File: src/xbar_pkg.sv
package xbar_pkg;

	// Port counts of the node.
	localparam int N_INIT = 2;
	localparam int N_TARG = 2;
	localparam int N_REGION = 2;

	localparam int ADDR_W = 32;
	localparam int DATA_W = 32;
	localparam int LEN_W = 8;
	localparam int RESP_W = 2;
	localparam int ID_IN_W = 4;

	// Initiator index bits, prepended to the ID on the target side.
	localparam int IDX_W = $clog2(N_INIT);
	localparam int ID_OUT_W = ID_IN_W + IDX_W;

	typedef logic [ADDR_W-1:0] addr_t;
	typedef logic [DATA_W-1:0] data_t;
	typedef logic [LEN_W-1:0] len_t;
	typedef logic [ID_IN_W-1:0] id_in_t;
	typedef logic [ID_OUT_W-1:0] id_out_t;
	typedef logic [RESP_W-1:0] resp_t;

	localparam resp_t RESP_OKAY = 2'b00;
	localparam resp_t RESP_DECERR = 2'b11;

endpackage
File: src/decerr_beat_counter.sv
module decerr_beat_counter (
	input  logic           clk,
	input  logic           arst_n_i,
	input  logic           load_i,
	input  xbar_pkg::len_t len_i,
	input  logic           dec_i,
	output logic           last_o
);
	import xbar_pkg::*;

	len_t count_q;

	// Beats still to come after the current one.
	always_ff @(posedge clk or negedge arst_n_i) begin
		if (!arst_n_i) begin
			count_q <= '0;
		end else if (load_i) begin
			count_q <= len_i;
		end else if (dec_i && count_q != '0) begin
			count_q <= count_q - 1'b1;
		end
	end

	assign last_o = (count_q == '0);

endmodule

File: src/decerr_fsm.sv
module decerr_fsm (
	input  logic             clk,
	input  logic             arst_n_i,
	input  logic             miss_i,
	input  xbar_pkg::id_in_t arid_i,
	input  xbar_pkg::len_t   arlen_i,
	output logic             accept_o,
	output logic             err_valid_o,
	output xbar_pkg::id_in_t err_id_o,
	output logic             err_last_o,
	input  logic             err_ready_i
);
	typedef enum logic {
		IDLE,
		RESP
	} state_e;

	state_e state_q;
	state_e state_d;
	logic beat_fire;
	logic cnt_last;

	assign accept_o = (state_q == IDLE) && miss_i;
	assign err_valid_o = (state_q == RESP);
	assign beat_fire = err_valid_o && err_ready_i;
	assign err_last_o = cnt_last;

	always_comb begin
		state_d = state_q;
		case (state_q)
			IDLE: begin
				if (accept_o) begin
					state_d = RESP;
				end
			end
			RESP: begin
				if (beat_fire && cnt_last) begin
					state_d = IDLE;
				end
			end
			default: state_d = IDLE;
		endcase
	end

	always_ff @(posedge clk or negedge arst_n_i) begin
		if (!arst_n_i) begin
			state_q <= IDLE;
		end else begin
			state_q <= state_d;
		end
	end

	always_ff @(posedge clk) begin
		if (accept_o) begin
			err_id_o <= arid_i;
		end
	end

	decerr_beat_counter u_cnt (
		.clk      (clk),
		.arst_n_i (arst_n_i),
		.load_i   (accept_o),
		.len_i    (arlen_i),
		.dec_i    (beat_fire),
		.last_o   (cnt_last)
	);

	assert property (@(posedge clk) disable iff (!arst_n_i)
		err_valid_o && !err_ready_i |=> err_valid_o && $stable(err_id_o) && $stable(err_last_o))
		else $error("decerr_fsm: error beat dropped before it was taken");

endmodule

File: config.mk
export PLATFORM = sky130hd
export DESIGN_NAME = decerr_fsm
export DESIGN_NICKNAME = d
export VERILOG_FILES = /design/src/xbar_pkg.sv /design/src/decerr_beat_counter.sv /design/src/decerr_fsm.sv
export SDC_FILE = /design/constraint.sdc
export NUM_CORES = 1
export LEC_CHECK = 0
export ABC_AREA = 0
export BUFFER_PORTS_ARGS = -buffer_cell sky130_fd_sc_hd__buf_2
export CORE_AREA = 4 4 44 46
export DETAILED_ROUTE_END_ITERATION = 7
export DIE_AREA = 0 0 48 50
export GPL_TIMING_DRIVEN = 0
export PLACE_DENSITY = 0.79
export SETUP_SLACK_MARGIN = 0.05
export SKIP_CTS_REPAIR_TIMING = 1
export SLEW_MARGIN = 20
export SYNTH_ARGS = -nofsm -noshare
export SYNTH_HDL_FRONTEND = slang
export SYNTH_HIERARCHICAL = 1
export SYNTH_SLANG_ARGS = --single-unit
export TNS_END_PERCENT = 50
File: constraint.sdc
create_clock -name clk -period 2.2 [get_ports clk]
set_clock_uncertainty 0.05 [all_clocks]
set_input_delay 0.11 -clock clk [delete_from_list [all_inputs] [get_ports clk]]
set_output_delay 0.11 -clock clk [all_outputs]
set_load 0.1 [all_outputs]
==> flow_summary.json <==
{
  "crit_slowest_cell": "or3b_2",
  "final_nets": 119,
  "antenna_found_initial": 0,
  "n_fill_cell": 126,
  "ios": 23,
  "cpPeakStageDelay_ps": 510,
  "synthDistinctLibCells": 34,
  "ys_top_cells_by_count": "9 x dfrtp_1, 6 x nor2_1, 4 x edfxtp_1",
  "grt_pass1_vias": 609,
  "p_switching_w": 0.000411,
  "grt_usage_pct": 15.4,
  "die_h_um": 50,
  "register_area_um2": 347,
  "slew_headroom_pct": 58.0,
  "status": "completed",
  "h-tree-depth": 1,
  "hpwl_um": 1170,
  "cts_tree": "done",
  "area_growth_pct": 35.2,
  "grt_max_degree": 11,
  "hold_path.class": "input pin to flip-flop",
  "ys_top_cells_by_area": "dfrtp_1 32%, edfxtp_1 17%, ha_1 3.6%",
  "synth_flop_cell": "dfrtp_1",
  "place_congestion": 0.785,
  "multiInputGateArea_um2": 343,
  "p_int_w": 0.000589,
  "cp-startpoint": "u_cnt/count_q[0]",
  "p_leak_nw": 0.393,
  "drc": 0,
  "numPortBuffers": 22,
  "cts.sinks": 13,
  "cts_buffers": 3,
  "fmax_ghz": 0.492,
  "hold_viol": 0,
  "synth_area_um2": 699,
  "path_clk_slew_ps": 80,
  "drtIter0Drc": 17,
  "drive_gt1_share_pct": 32.0,
  "yosys.area.top_type": "dfrtp_1",
  "rsz0062_at_grt": "no",
  "seqPwrFrac_pct": 41.5,
  "routed_wl_um": 1600,
  "post_drt_via_cell_ratio": 5.63,
  "start_kind": "flip-flop",
  "die-area_um2": 2400,
  "combPwrFrac_pct": 43.7,
  "vdd_ir_drop_max_mv": 0.530,
  "worstHoldStart": "arlen_i[1]",
  "critPathKind": "flip-flop to primary output",
  "cts.path.max_buffers": 2,
  "synth_edf_count": 4,
  "drv_slew": 0,
  "placed_cells": 105,
  "fin_crit_sh_pct": 92.4,
  "endpoint_kind": "primary output",
  "grt_first_pass_wirelength_um": 2660,
  "cp_max_fo": 4,
  "ant_nets": 0,
  "r2r_start": "u_cnt/count_q[2]",
  "yosysWarnings": 6,
  "firstDrtPassIters": 4,
  "crit_chain": "inv_1, ha_1, or3b_2, nor2_4, buf_8",
  "finalSetupViolations": 0,
  "n_antenna_cell": 0,
  "syn_avg_cell_area_um2": 10.4,
  "postSynthCellCount": 67,
  "ys_seq_area_share_pct": 49.4,
  "async_flop_share_pct": 69.2,
  "tns_ps": 0,
  "required_ps": 2040,
  "min_period_ps": 2030,
  "fin_util_pct": 62.8,
  "vias": 653,
  "fp.dieW_um": 48,
  "synth.top_cell.area_share_pct": 32.2,
  "overflow": 0,
  "ys_ff_latch": 13,
  "cp.arrival_ps": 1870,
  "start_util_pct": 46.4,
  "tightest_slew_ps": 624,
  "coreArea_um2": 1510,
  "layoutNonFillerInstCount": 116,
  "pwr-share-clk_pct": 14.9,
  "num_rows": 14,
  "switching_share_pct": 41.1,
  "drv_cap": 0,
  "wl_per_cell_um": 13.8,
  "synth_fp_nets": 85,
  "synth.most_common_cell": "dfrtp_1",
  "powerDensity_nw_per_um2": 1060,
  "clk_latency_ps": 270,
  "clockRootBuffer": "clkbuf_4"
}
-- per-stage QoR --
stage	total power, W	hold slack, ps	area [um2]	setup slack [ps]
2_1_floorplan	0.000743	-236	709	86.1
3_3_place_gp	0.000824	-71.2	840	290
3_5_place_dp	0.000839	-69.0	840	271
4_1_cts	0.000992	-376	866	-41.7
5_1_grt	0.00109	8.07	946	62.1
6_report	0.00100	21.8	946	167
-- kinds of logic after synthesis --
kind of cell / after synthesis / synth area share, %
AO/OA/AOI/OAI: 19 / 20.6
adder cells (fa/ha/maj): 2 / 3.58
buffers and inverters: 5 / 2.86
flip-flops: 13 / 49.4
AND/OR/NAND/NOR: 28 / 23.6
-- worst max-delay path: cells and delay by family (launching register included) --
kind | cells | cell delay [ps]
AND/OR/NAND/NOR | 2 | 670
buffers and inverters | 2 | 320
adder cells (fa/ha/maj) | 1 | 200
flip-flops | 1 | 410
-- registers in the layout, summed over array words and instances, names as in the netlist --
signal	count
u_cnt/count_q	8
err_valid_o	1
err_id_o	4
-- path summary, 6_finish.rpt --
| check | slack (ps) | cells past startpoint | endpoint |
|---|---|---|---|
| worst max register to register | 270 | 4 | u_cnt/count_q[6] |
| worst min-delay path | 20 | 3 | u_cnt/count_q[1] |
| worst max-delay path | 170 | 5 | err_last_o |
| max in group asynchronous | 1730 | 2 | err_valid_o |
| worst min register to register | 450 | 1 | err_valid_o |
| min in group asynchronous | 160 | 2 | u_cnt/count_q[4] |
-- cell usage in the layout (no fill, tap or decap), drive strengths merged, types with 2 or more instances in the layout --
cell,n
nor2,6
clkbuf,5
o21ai,2
a221o,2
buf,23
inv,2
nand3,2
or3b,2
a211o,2
nor3,3
nand2,2
ha,2
nor3b,3
dfrtp,9
edfxtp,4
dlygate4sd3,7
or4,3
nand4,2
a31oi,3
a21oi,3
-- power by group through the flow --
stage	clock (W)	combinational, W	sequential, W
after floorplan	0	0.000318	0.000425
after global placement	0	0.000410	0.000414
after detailed placement	0	0.000421	0.000418
after CTS	0.000157	0.000423	0.000413
after global routing	0.000168	0.000492	0.000430
final	0.000149	0.000437	0.000415
-- per-layer routing --
layer  vias up  global-route usage (%)  wire length, um
li1        332                       -                -
met1       295                    20.4              691
met2        24                    22.2              768
met3         2                    3.64              122
met4         0                    8.07               13
met5         -                       0                0
-- layout make-up --
type,instances,share of cell area (%)
multi-input combinational,49,36.2
sequential,13,36.6
buffer,2,0.926
clock buffer,4,2.78
timing repair buffer,29,20.1
tap,16,2.12
inverter,3,1.19
No activity file was read; power rests on OpenSTA's default activity.
