===== src/xbar_pkg.sv =====
package xbar_pkg;

	// Port counts of the node.
	localparam int N_INIT = 2;
	localparam int N_TARG = 2;
	localparam int N_REGION = 2;

	localparam int ADDR_W = 32;
	localparam int DATA_W = 32;
	localparam int LEN_W = 8;
	localparam int RESP_W = 2;
	localparam int ID_IN_W = 4;

	// Initiator index bits, prepended to the ID on the target side.
	localparam int IDX_W = $clog2(N_INIT);
	localparam int ID_OUT_W = ID_IN_W + IDX_W;

	typedef logic [ADDR_W-1:0] addr_t;
	typedef logic [DATA_W-1:0] data_t;
	typedef logic [LEN_W-1:0] len_t;
	typedef logic [ID_IN_W-1:0] id_in_t;
	typedef logic [ID_OUT_W-1:0] id_out_t;
	typedef logic [RESP_W-1:0] resp_t;

	localparam resp_t RESP_OKAY = 2'b00;
	localparam resp_t RESP_DECERR = 2'b11;

endpackage

===== src/xbar_if.sv =====
// Read address request from one initiator towards all targets.
interface ar_route_if #(
	parameter int N_TARG = xbar_pkg::N_TARG
);
	import xbar_pkg::*;

	logic [N_TARG-1:0] req;
	logic [N_TARG-1:0] gnt;
	addr_t addr;
	len_t len;
	id_out_t id;

	modport init (
		output req,
		output addr,
		output len,
		output id,
		input gnt
	);

	modport targ (
		input req,
		input addr,
		input len,
		input id,
		output gnt
	);

endinterface



===== src/ar_decoder.sv =====
module ar_decoder #(
	parameter int N_TARG = xbar_pkg::N_TARG,
	parameter int N_REGION = xbar_pkg::N_REGION,
	parameter int INIT_IDX = 0
) (
	input  xbar_pkg::addr_t   araddr_i,
	input  xbar_pkg::len_t    arlen_i,
	input  xbar_pkg::id_in_t  arid_i,
	input  logic              arvalid_i,
	output logic              arready_o,
	input  xbar_pkg::addr_t   cfg_start_addr_i [N_TARG][N_REGION],
	input  xbar_pkg::addr_t   cfg_end_addr_i [N_TARG][N_REGION],
	input  logic [N_REGION-1:0] cfg_valid_rule_i [N_TARG],
	input  logic [N_TARG-1:0] connectivity_i,
	ar_route_if.init          ar_o,
	output logic              miss_o,
	input  logic              accept_i
);
	import xbar_pkg::*;

	logic [N_TARG-1:0] hit;
	logic [N_TARG-1:0] req;

	// Region match, then masked by the connectivity of this initiator.
	always_comb begin
		hit = '0;
		for (int t = 0; t < N_TARG; t++) begin
			for (int r = 0; r < N_REGION; r++) begin
				if (cfg_valid_rule_i[t][r] &&
				    araddr_i >= cfg_start_addr_i[t][r] &&
				    araddr_i <= cfg_end_addr_i[t][r]) begin
					hit[t] = 1'b1;
				end
			end
		end
		hit = hit & connectivity_i;
	end

	assign req = arvalid_i ? hit : '0;
	assign miss_o = arvalid_i && (hit == '0);

	assign ar_o.req = req;
	assign ar_o.addr = araddr_i;
	assign ar_o.len = arlen_i;
	assign ar_o.id = {IDX_W'(INIT_IDX), arid_i};

	assign arready_o = (|(req & ar_o.gnt)) | accept_i;

	// Overlapping enabled regions of two connected targets.
	always_comb begin
		if (arvalid_i) begin
			assert final ($onehot0(hit))
				else $error("ar_decoder %0d: address hits more than one target", INIT_IDX);
		end
	end

endmodule


===== src/flat_wrapper.sv =====
// flat-port wrapper written by rule: the top's interface ports become plain ports
module ar_decoder_flat import xbar_pkg::*;
#(
	parameter int N_TARG = xbar_pkg::N_TARG,
	parameter int N_REGION = xbar_pkg::N_REGION,
	parameter int INIT_IDX = 0
)
  (araddr_i, arlen_i, arid_i, arvalid_i, arready_o, cfg_start_addr_i, cfg_end_addr_i, cfg_valid_rule_i, connectivity_i, miss_o, accept_i, ar_o_req, ar_o_addr, ar_o_len, ar_o_id, ar_o_gnt);
  ar_route_if #(.N_TARG(N_TARG)) ar_o_i ();
  input  xbar_pkg::addr_t araddr_i;
  input  xbar_pkg::len_t arlen_i;
  input  xbar_pkg::id_in_t arid_i;
  input  logic arvalid_i;
  output logic arready_o;
  input  xbar_pkg::addr_t cfg_start_addr_i[N_TARG][N_REGION];
  input  xbar_pkg::addr_t cfg_end_addr_i[N_TARG][N_REGION];
  input  logic [N_REGION-1:0] cfg_valid_rule_i[N_TARG];
  input  logic [N_TARG-1:0] connectivity_i;
  output logic miss_o;
  input  logic accept_i;
  output wire logic [$bits(ar_o_i.req)-1:0] ar_o_req;
  output wire logic [$bits(ar_o_i.addr)-1:0] ar_o_addr;
  output wire logic [$bits(ar_o_i.len)-1:0] ar_o_len;
  output wire logic [$bits(ar_o_i.id)-1:0] ar_o_id;
  input wire logic [$bits(ar_o_i.gnt)-1:0] ar_o_gnt;
  assign ar_o_req = ar_o_i.req;
  assign ar_o_addr = ar_o_i.addr;
  assign ar_o_len = ar_o_i.len;
  assign ar_o_id = ar_o_i.id;
  assign ar_o_i.gnt = ar_o_gnt;
  ar_decoder #(.N_TARG(N_TARG), .N_REGION(N_REGION), .INIT_IDX(INIT_IDX)) u_core (.araddr_i(araddr_i), .arlen_i(arlen_i), .arid_i(arid_i), .arvalid_i(arvalid_i), .arready_o(arready_o), .cfg_start_addr_i(cfg_start_addr_i), .cfg_end_addr_i(cfg_end_addr_i), .cfg_valid_rule_i(cfg_valid_rule_i), .connectivity_i(connectivity_i), .ar_o(ar_o_i), .miss_o(miss_o), .accept_i(accept_i));
endmodule

===== config.mk =====
export PLATFORM = sky130hd
export DESIGN_NAME = ar_decoder_flat
export DESIGN_NICKNAME = d
export VERILOG_FILES = /design/src/xbar_pkg.sv /design/src/xbar_if.sv /design/src/ar_decoder.sv /design/src/flat_wrapper.sv
export SDC_FILE = /design/constraint.sdc
export NUM_CORES = 1
export LEC_CHECK = 0
export ABC_AREA = 1
export BUFFER_PORTS_ARGS = -buffer_cell sky130_fd_sc_hd__buf_2
export CAP_MARGIN = 10
export CORE_MARGIN = 3
export CORE_UTILIZATION = 40
export DETAILED_ROUTE_END_ITERATION = 7
export PLACE_DENSITY = 0.76
export SKIP_LAST_GASP = 1
export SLEW_MARGIN = 30
export SYNTH_ARGS = -nofsm -noshare
export SYNTH_HDL_FRONTEND = slang
export SYNTH_SLANG_ARGS = --single-unit

===== constraint.sdc =====
create_clock -name vclk -period 3.8
set_input_delay 0.57 -clock vclk [all_inputs]
set_output_delay 0.57 -clock vclk [all_outputs]
set_load 0.02 [all_outputs]

==> impl_metrics.env <==
export IMPL_ys_seq_area_frac=0
export IMPL_fmax_mhz=320
export IMPL_nFlopsAndLatches=0
export IMPL_finalPower_uw=922
export IMPL_grtUsageMet3=0.0215
export IMPL_num_clock_buffers=0
export IMPL_fin_crit_ps=3120
export IMPL_nFillCells=1803
export IMPL_ios=359
export IMPL_dp_hpwl_um=20600
export IMPL_hold_viol=0
export IMPL_maxSlewViolCount=0
export IMPL_overflow=0
export IMPL_comb_power_share=1.000
export IMPL_hold_buffers=0
export IMPL_synth_cell_type_count=26
export IMPL_synth_compound_area_frac=0.126
export IMPL_yosys_warnings=0
export IMPL_crit_fanout=9
export IMPL_critPathKind="in2out"
export IMPL_synthSimpleGateAreaFrac=0.225
export IMPL_antenna_found_initial=2
export IMPL_hold_class="in2out"
export IMPL_switchingPower_uw=526
export IMPL_rsz0062_at_grt="no"
export IMPL_p_seq_frac=0
export IMPL_final_core_util=0.506
export IMPL_setup_tns_final_ps=0
export IMPL_synth_avg_cell_area_sq_um=6.21
export IMPL_syn_to_final_growth_pct=22.4
export IMPL_post_cts_buffers=0
export IMPL_critPathRequiredTime_ps=3230
export IMPL_dp_slack_ps=663
export IMPL_worstPathArrival_ps=2550
export IMPL_drive_gt1_frac=0.245
export IMPL_drtPass1Iterations=6
export IMPL_die_w_um=140
export IMPL_synthMuxAreaShare=0
export IMPL_crit_path_start_kind="primary input"
export IMPL_synth_nets=1728
export IMPL_regArea_sq_um=0
export IMPL_initial_utilization=0.413
export IMPL_netlist_area_sq_um=7220
export IMPL_vias_per_cell=4.69
export IMPL_route_detailed_drc=0
export IMPL_grt_pass1_vias=7565
export IMPL_run_status="finished clean"
export IMPL_netlist_instances=1162
export IMPL_synth_xor_area_share=0
export IMPL_grt_busiest_layer="met2"
export IMPL_grtUsageMet2=0.388
export IMPL_coreArea_sq_um=17500
export IMPL_endpoint_kind="primary output"
export IMPL_swShare=0.571
export IMPL_wl_um=22800
export IMPL_synth_area_leader_cell="ha_1"
export IMPL_grt_pass1_wl_um=35800
export IMPL_avgRoutedWirePerCell_um=13.6
export IMPL_setup_violations=0
export IMPL_clock_power_share=0
export IMPL_drt_iter0_markers=296
export IMPL_synthTopCellsByArea="ha_1, inv_1, nand2_1, a21oi_1, buf_4"
export IMPL_synth_top_family_by_area="adder cells"
export IMPL_via_count=7869
export IMPL_place_congestion=0.893
export IMPL_worst_slew_pin_slew_ps=497
export IMPL_track_usage=0.220
export IMPL_drtAntennaViolNets=0
export IMPL_synth_top_area_frac=0.444
export IMPL_use_met1=0.296
export IMPL_yosys_area_share_adder=0.444
export IMPL_grt_max_degree=10
export IMPL_setup_ws_ps=676
export IMPL_final_nets=2019
export IMPL_p_int_uw=396
export IMPL_rows=48
export IMPL_cap_violations=0
export IMPL_ir_worst_vdd_mv=0.0538
export IMPL_numPortBuffers=334
export IMPL_fp_dieH_um=140
export IMPL_power_leakage_uw=0.00604
export IMPL_die_area_sq_um=19700
export IMPL_timing_final_crit_share=0.822
export IMPL_max_slew_margin_rel=0.665
export IMPL_cts_resized=0
export IMPL_powerDensity_nw_per_um2=104
[cell usage in the layout, fill, tap and decap left out, types with 2 or more instances in the layout]
master    netlist  layout
nor2_2          8       8
nand3_1         8       8
o21ai_0        24      24
o21bai_1        6       6
diode_2         0       2
buf_2           0     334
a21o_1          4       4
ha_1          256     256
nor3_1          4       4
nand2_1       262     262
o21a_1         14      14
a21oi_1       114     114
nor2_1         77      77
nand2_2         7       7
nand4_1        17      17
nor4_4          3       3
nor4_1          2       2
inv_1         302     302
[per-stage QoR]
stage | hold WS (ps) | instance area (sq um) | cells
finish | 1140 | 8840 | 1678
global route | 1140 | 8840 | 1677
CTS | 1140 | 8840 | 1676
detailed placement | 1140 | 8840 | 1676
global placement | 1140 | 8840 | 1676
floorplan | 1250 | 7220 | 1162
[worst paths after layout]
kind / cells after the start / start / end / slack, ps
max: 15 / araddr_i[15] / miss_o / 680
min: 0 / arid_i[1] / ar_o_id[1] / 1140
[worst max-delay path, stage by stage]
cell,delay [ps]
buf_2,170
ha_1,350
nand4_1,140
nor3_1,410
nand2_1,100
nand2_1,80
nand2_1,60
nand2_1,60
nand2_1,70
nand2_1,90
nand2_2,90
nand2_2,70
nand2_1,60
nor2_2,60
buf_2,160
[power by group through the flow]
stage / combinational [uW] / clock (uW) / sequential (uW)
after floorplan: 589 / 0 / 0
after global placement: 897 / 0 / 0
after detailed placement: 925 / 0 / 0
after CTS: 930 / 0 / 0
after global routing: 1070 / 0.0000352 / 0
final: 922 / 0.0000705 / 0
[final cells by class]
cell class	count	area, sq um	share of cell area
multi-input cells	814	5750	0.650
repair buffers	334	1670	0.189
inverters	303	1140	0.129
well taps	225	282	0.0318
diodes	2	5.00	0.000566
[cell families (layout without fill, tap and decap cells)]
group	count (synthesis)	count (layout)
AOI/OAI and AO/OA	167	167
adders and majority gates	256	256
buffers and inverters	348	637
and+or+nand+nor	390	390
other	1	3
[cell usage after synthesis, drive strengths merged]
| master | number |
|---|---|
| inv | 302 |
| nand2 | 269 |
| ha | 256 |
| a21oi | 115 |
| nor2 | 85 |
| buf | 45 |
| o21ai | 24 |
| nand4 | 17 |
| o21a | 14 |
| nand3 | 8 |
| o21bai | 6 |
| nor3 | 5 |
| nor4 | 5 |
| a21o | 4 |
| a21boi | 3 |
| and2 | 1 |
| clkinv | 1 |
| conb | 1 |
| o211ai | 1 |
[layer usage]
| layer | wire (um) | share of wire |
|---|---|---|
| met4 | 328 | 0.014 |
| met5 | 13 | 0.00057 |
| met3 | 1480 | 0.065 |
| met1 | 10300 | 0.45 |
| met2 | 10700 | 0.47 |
Power figures use the tool's default switching activity.
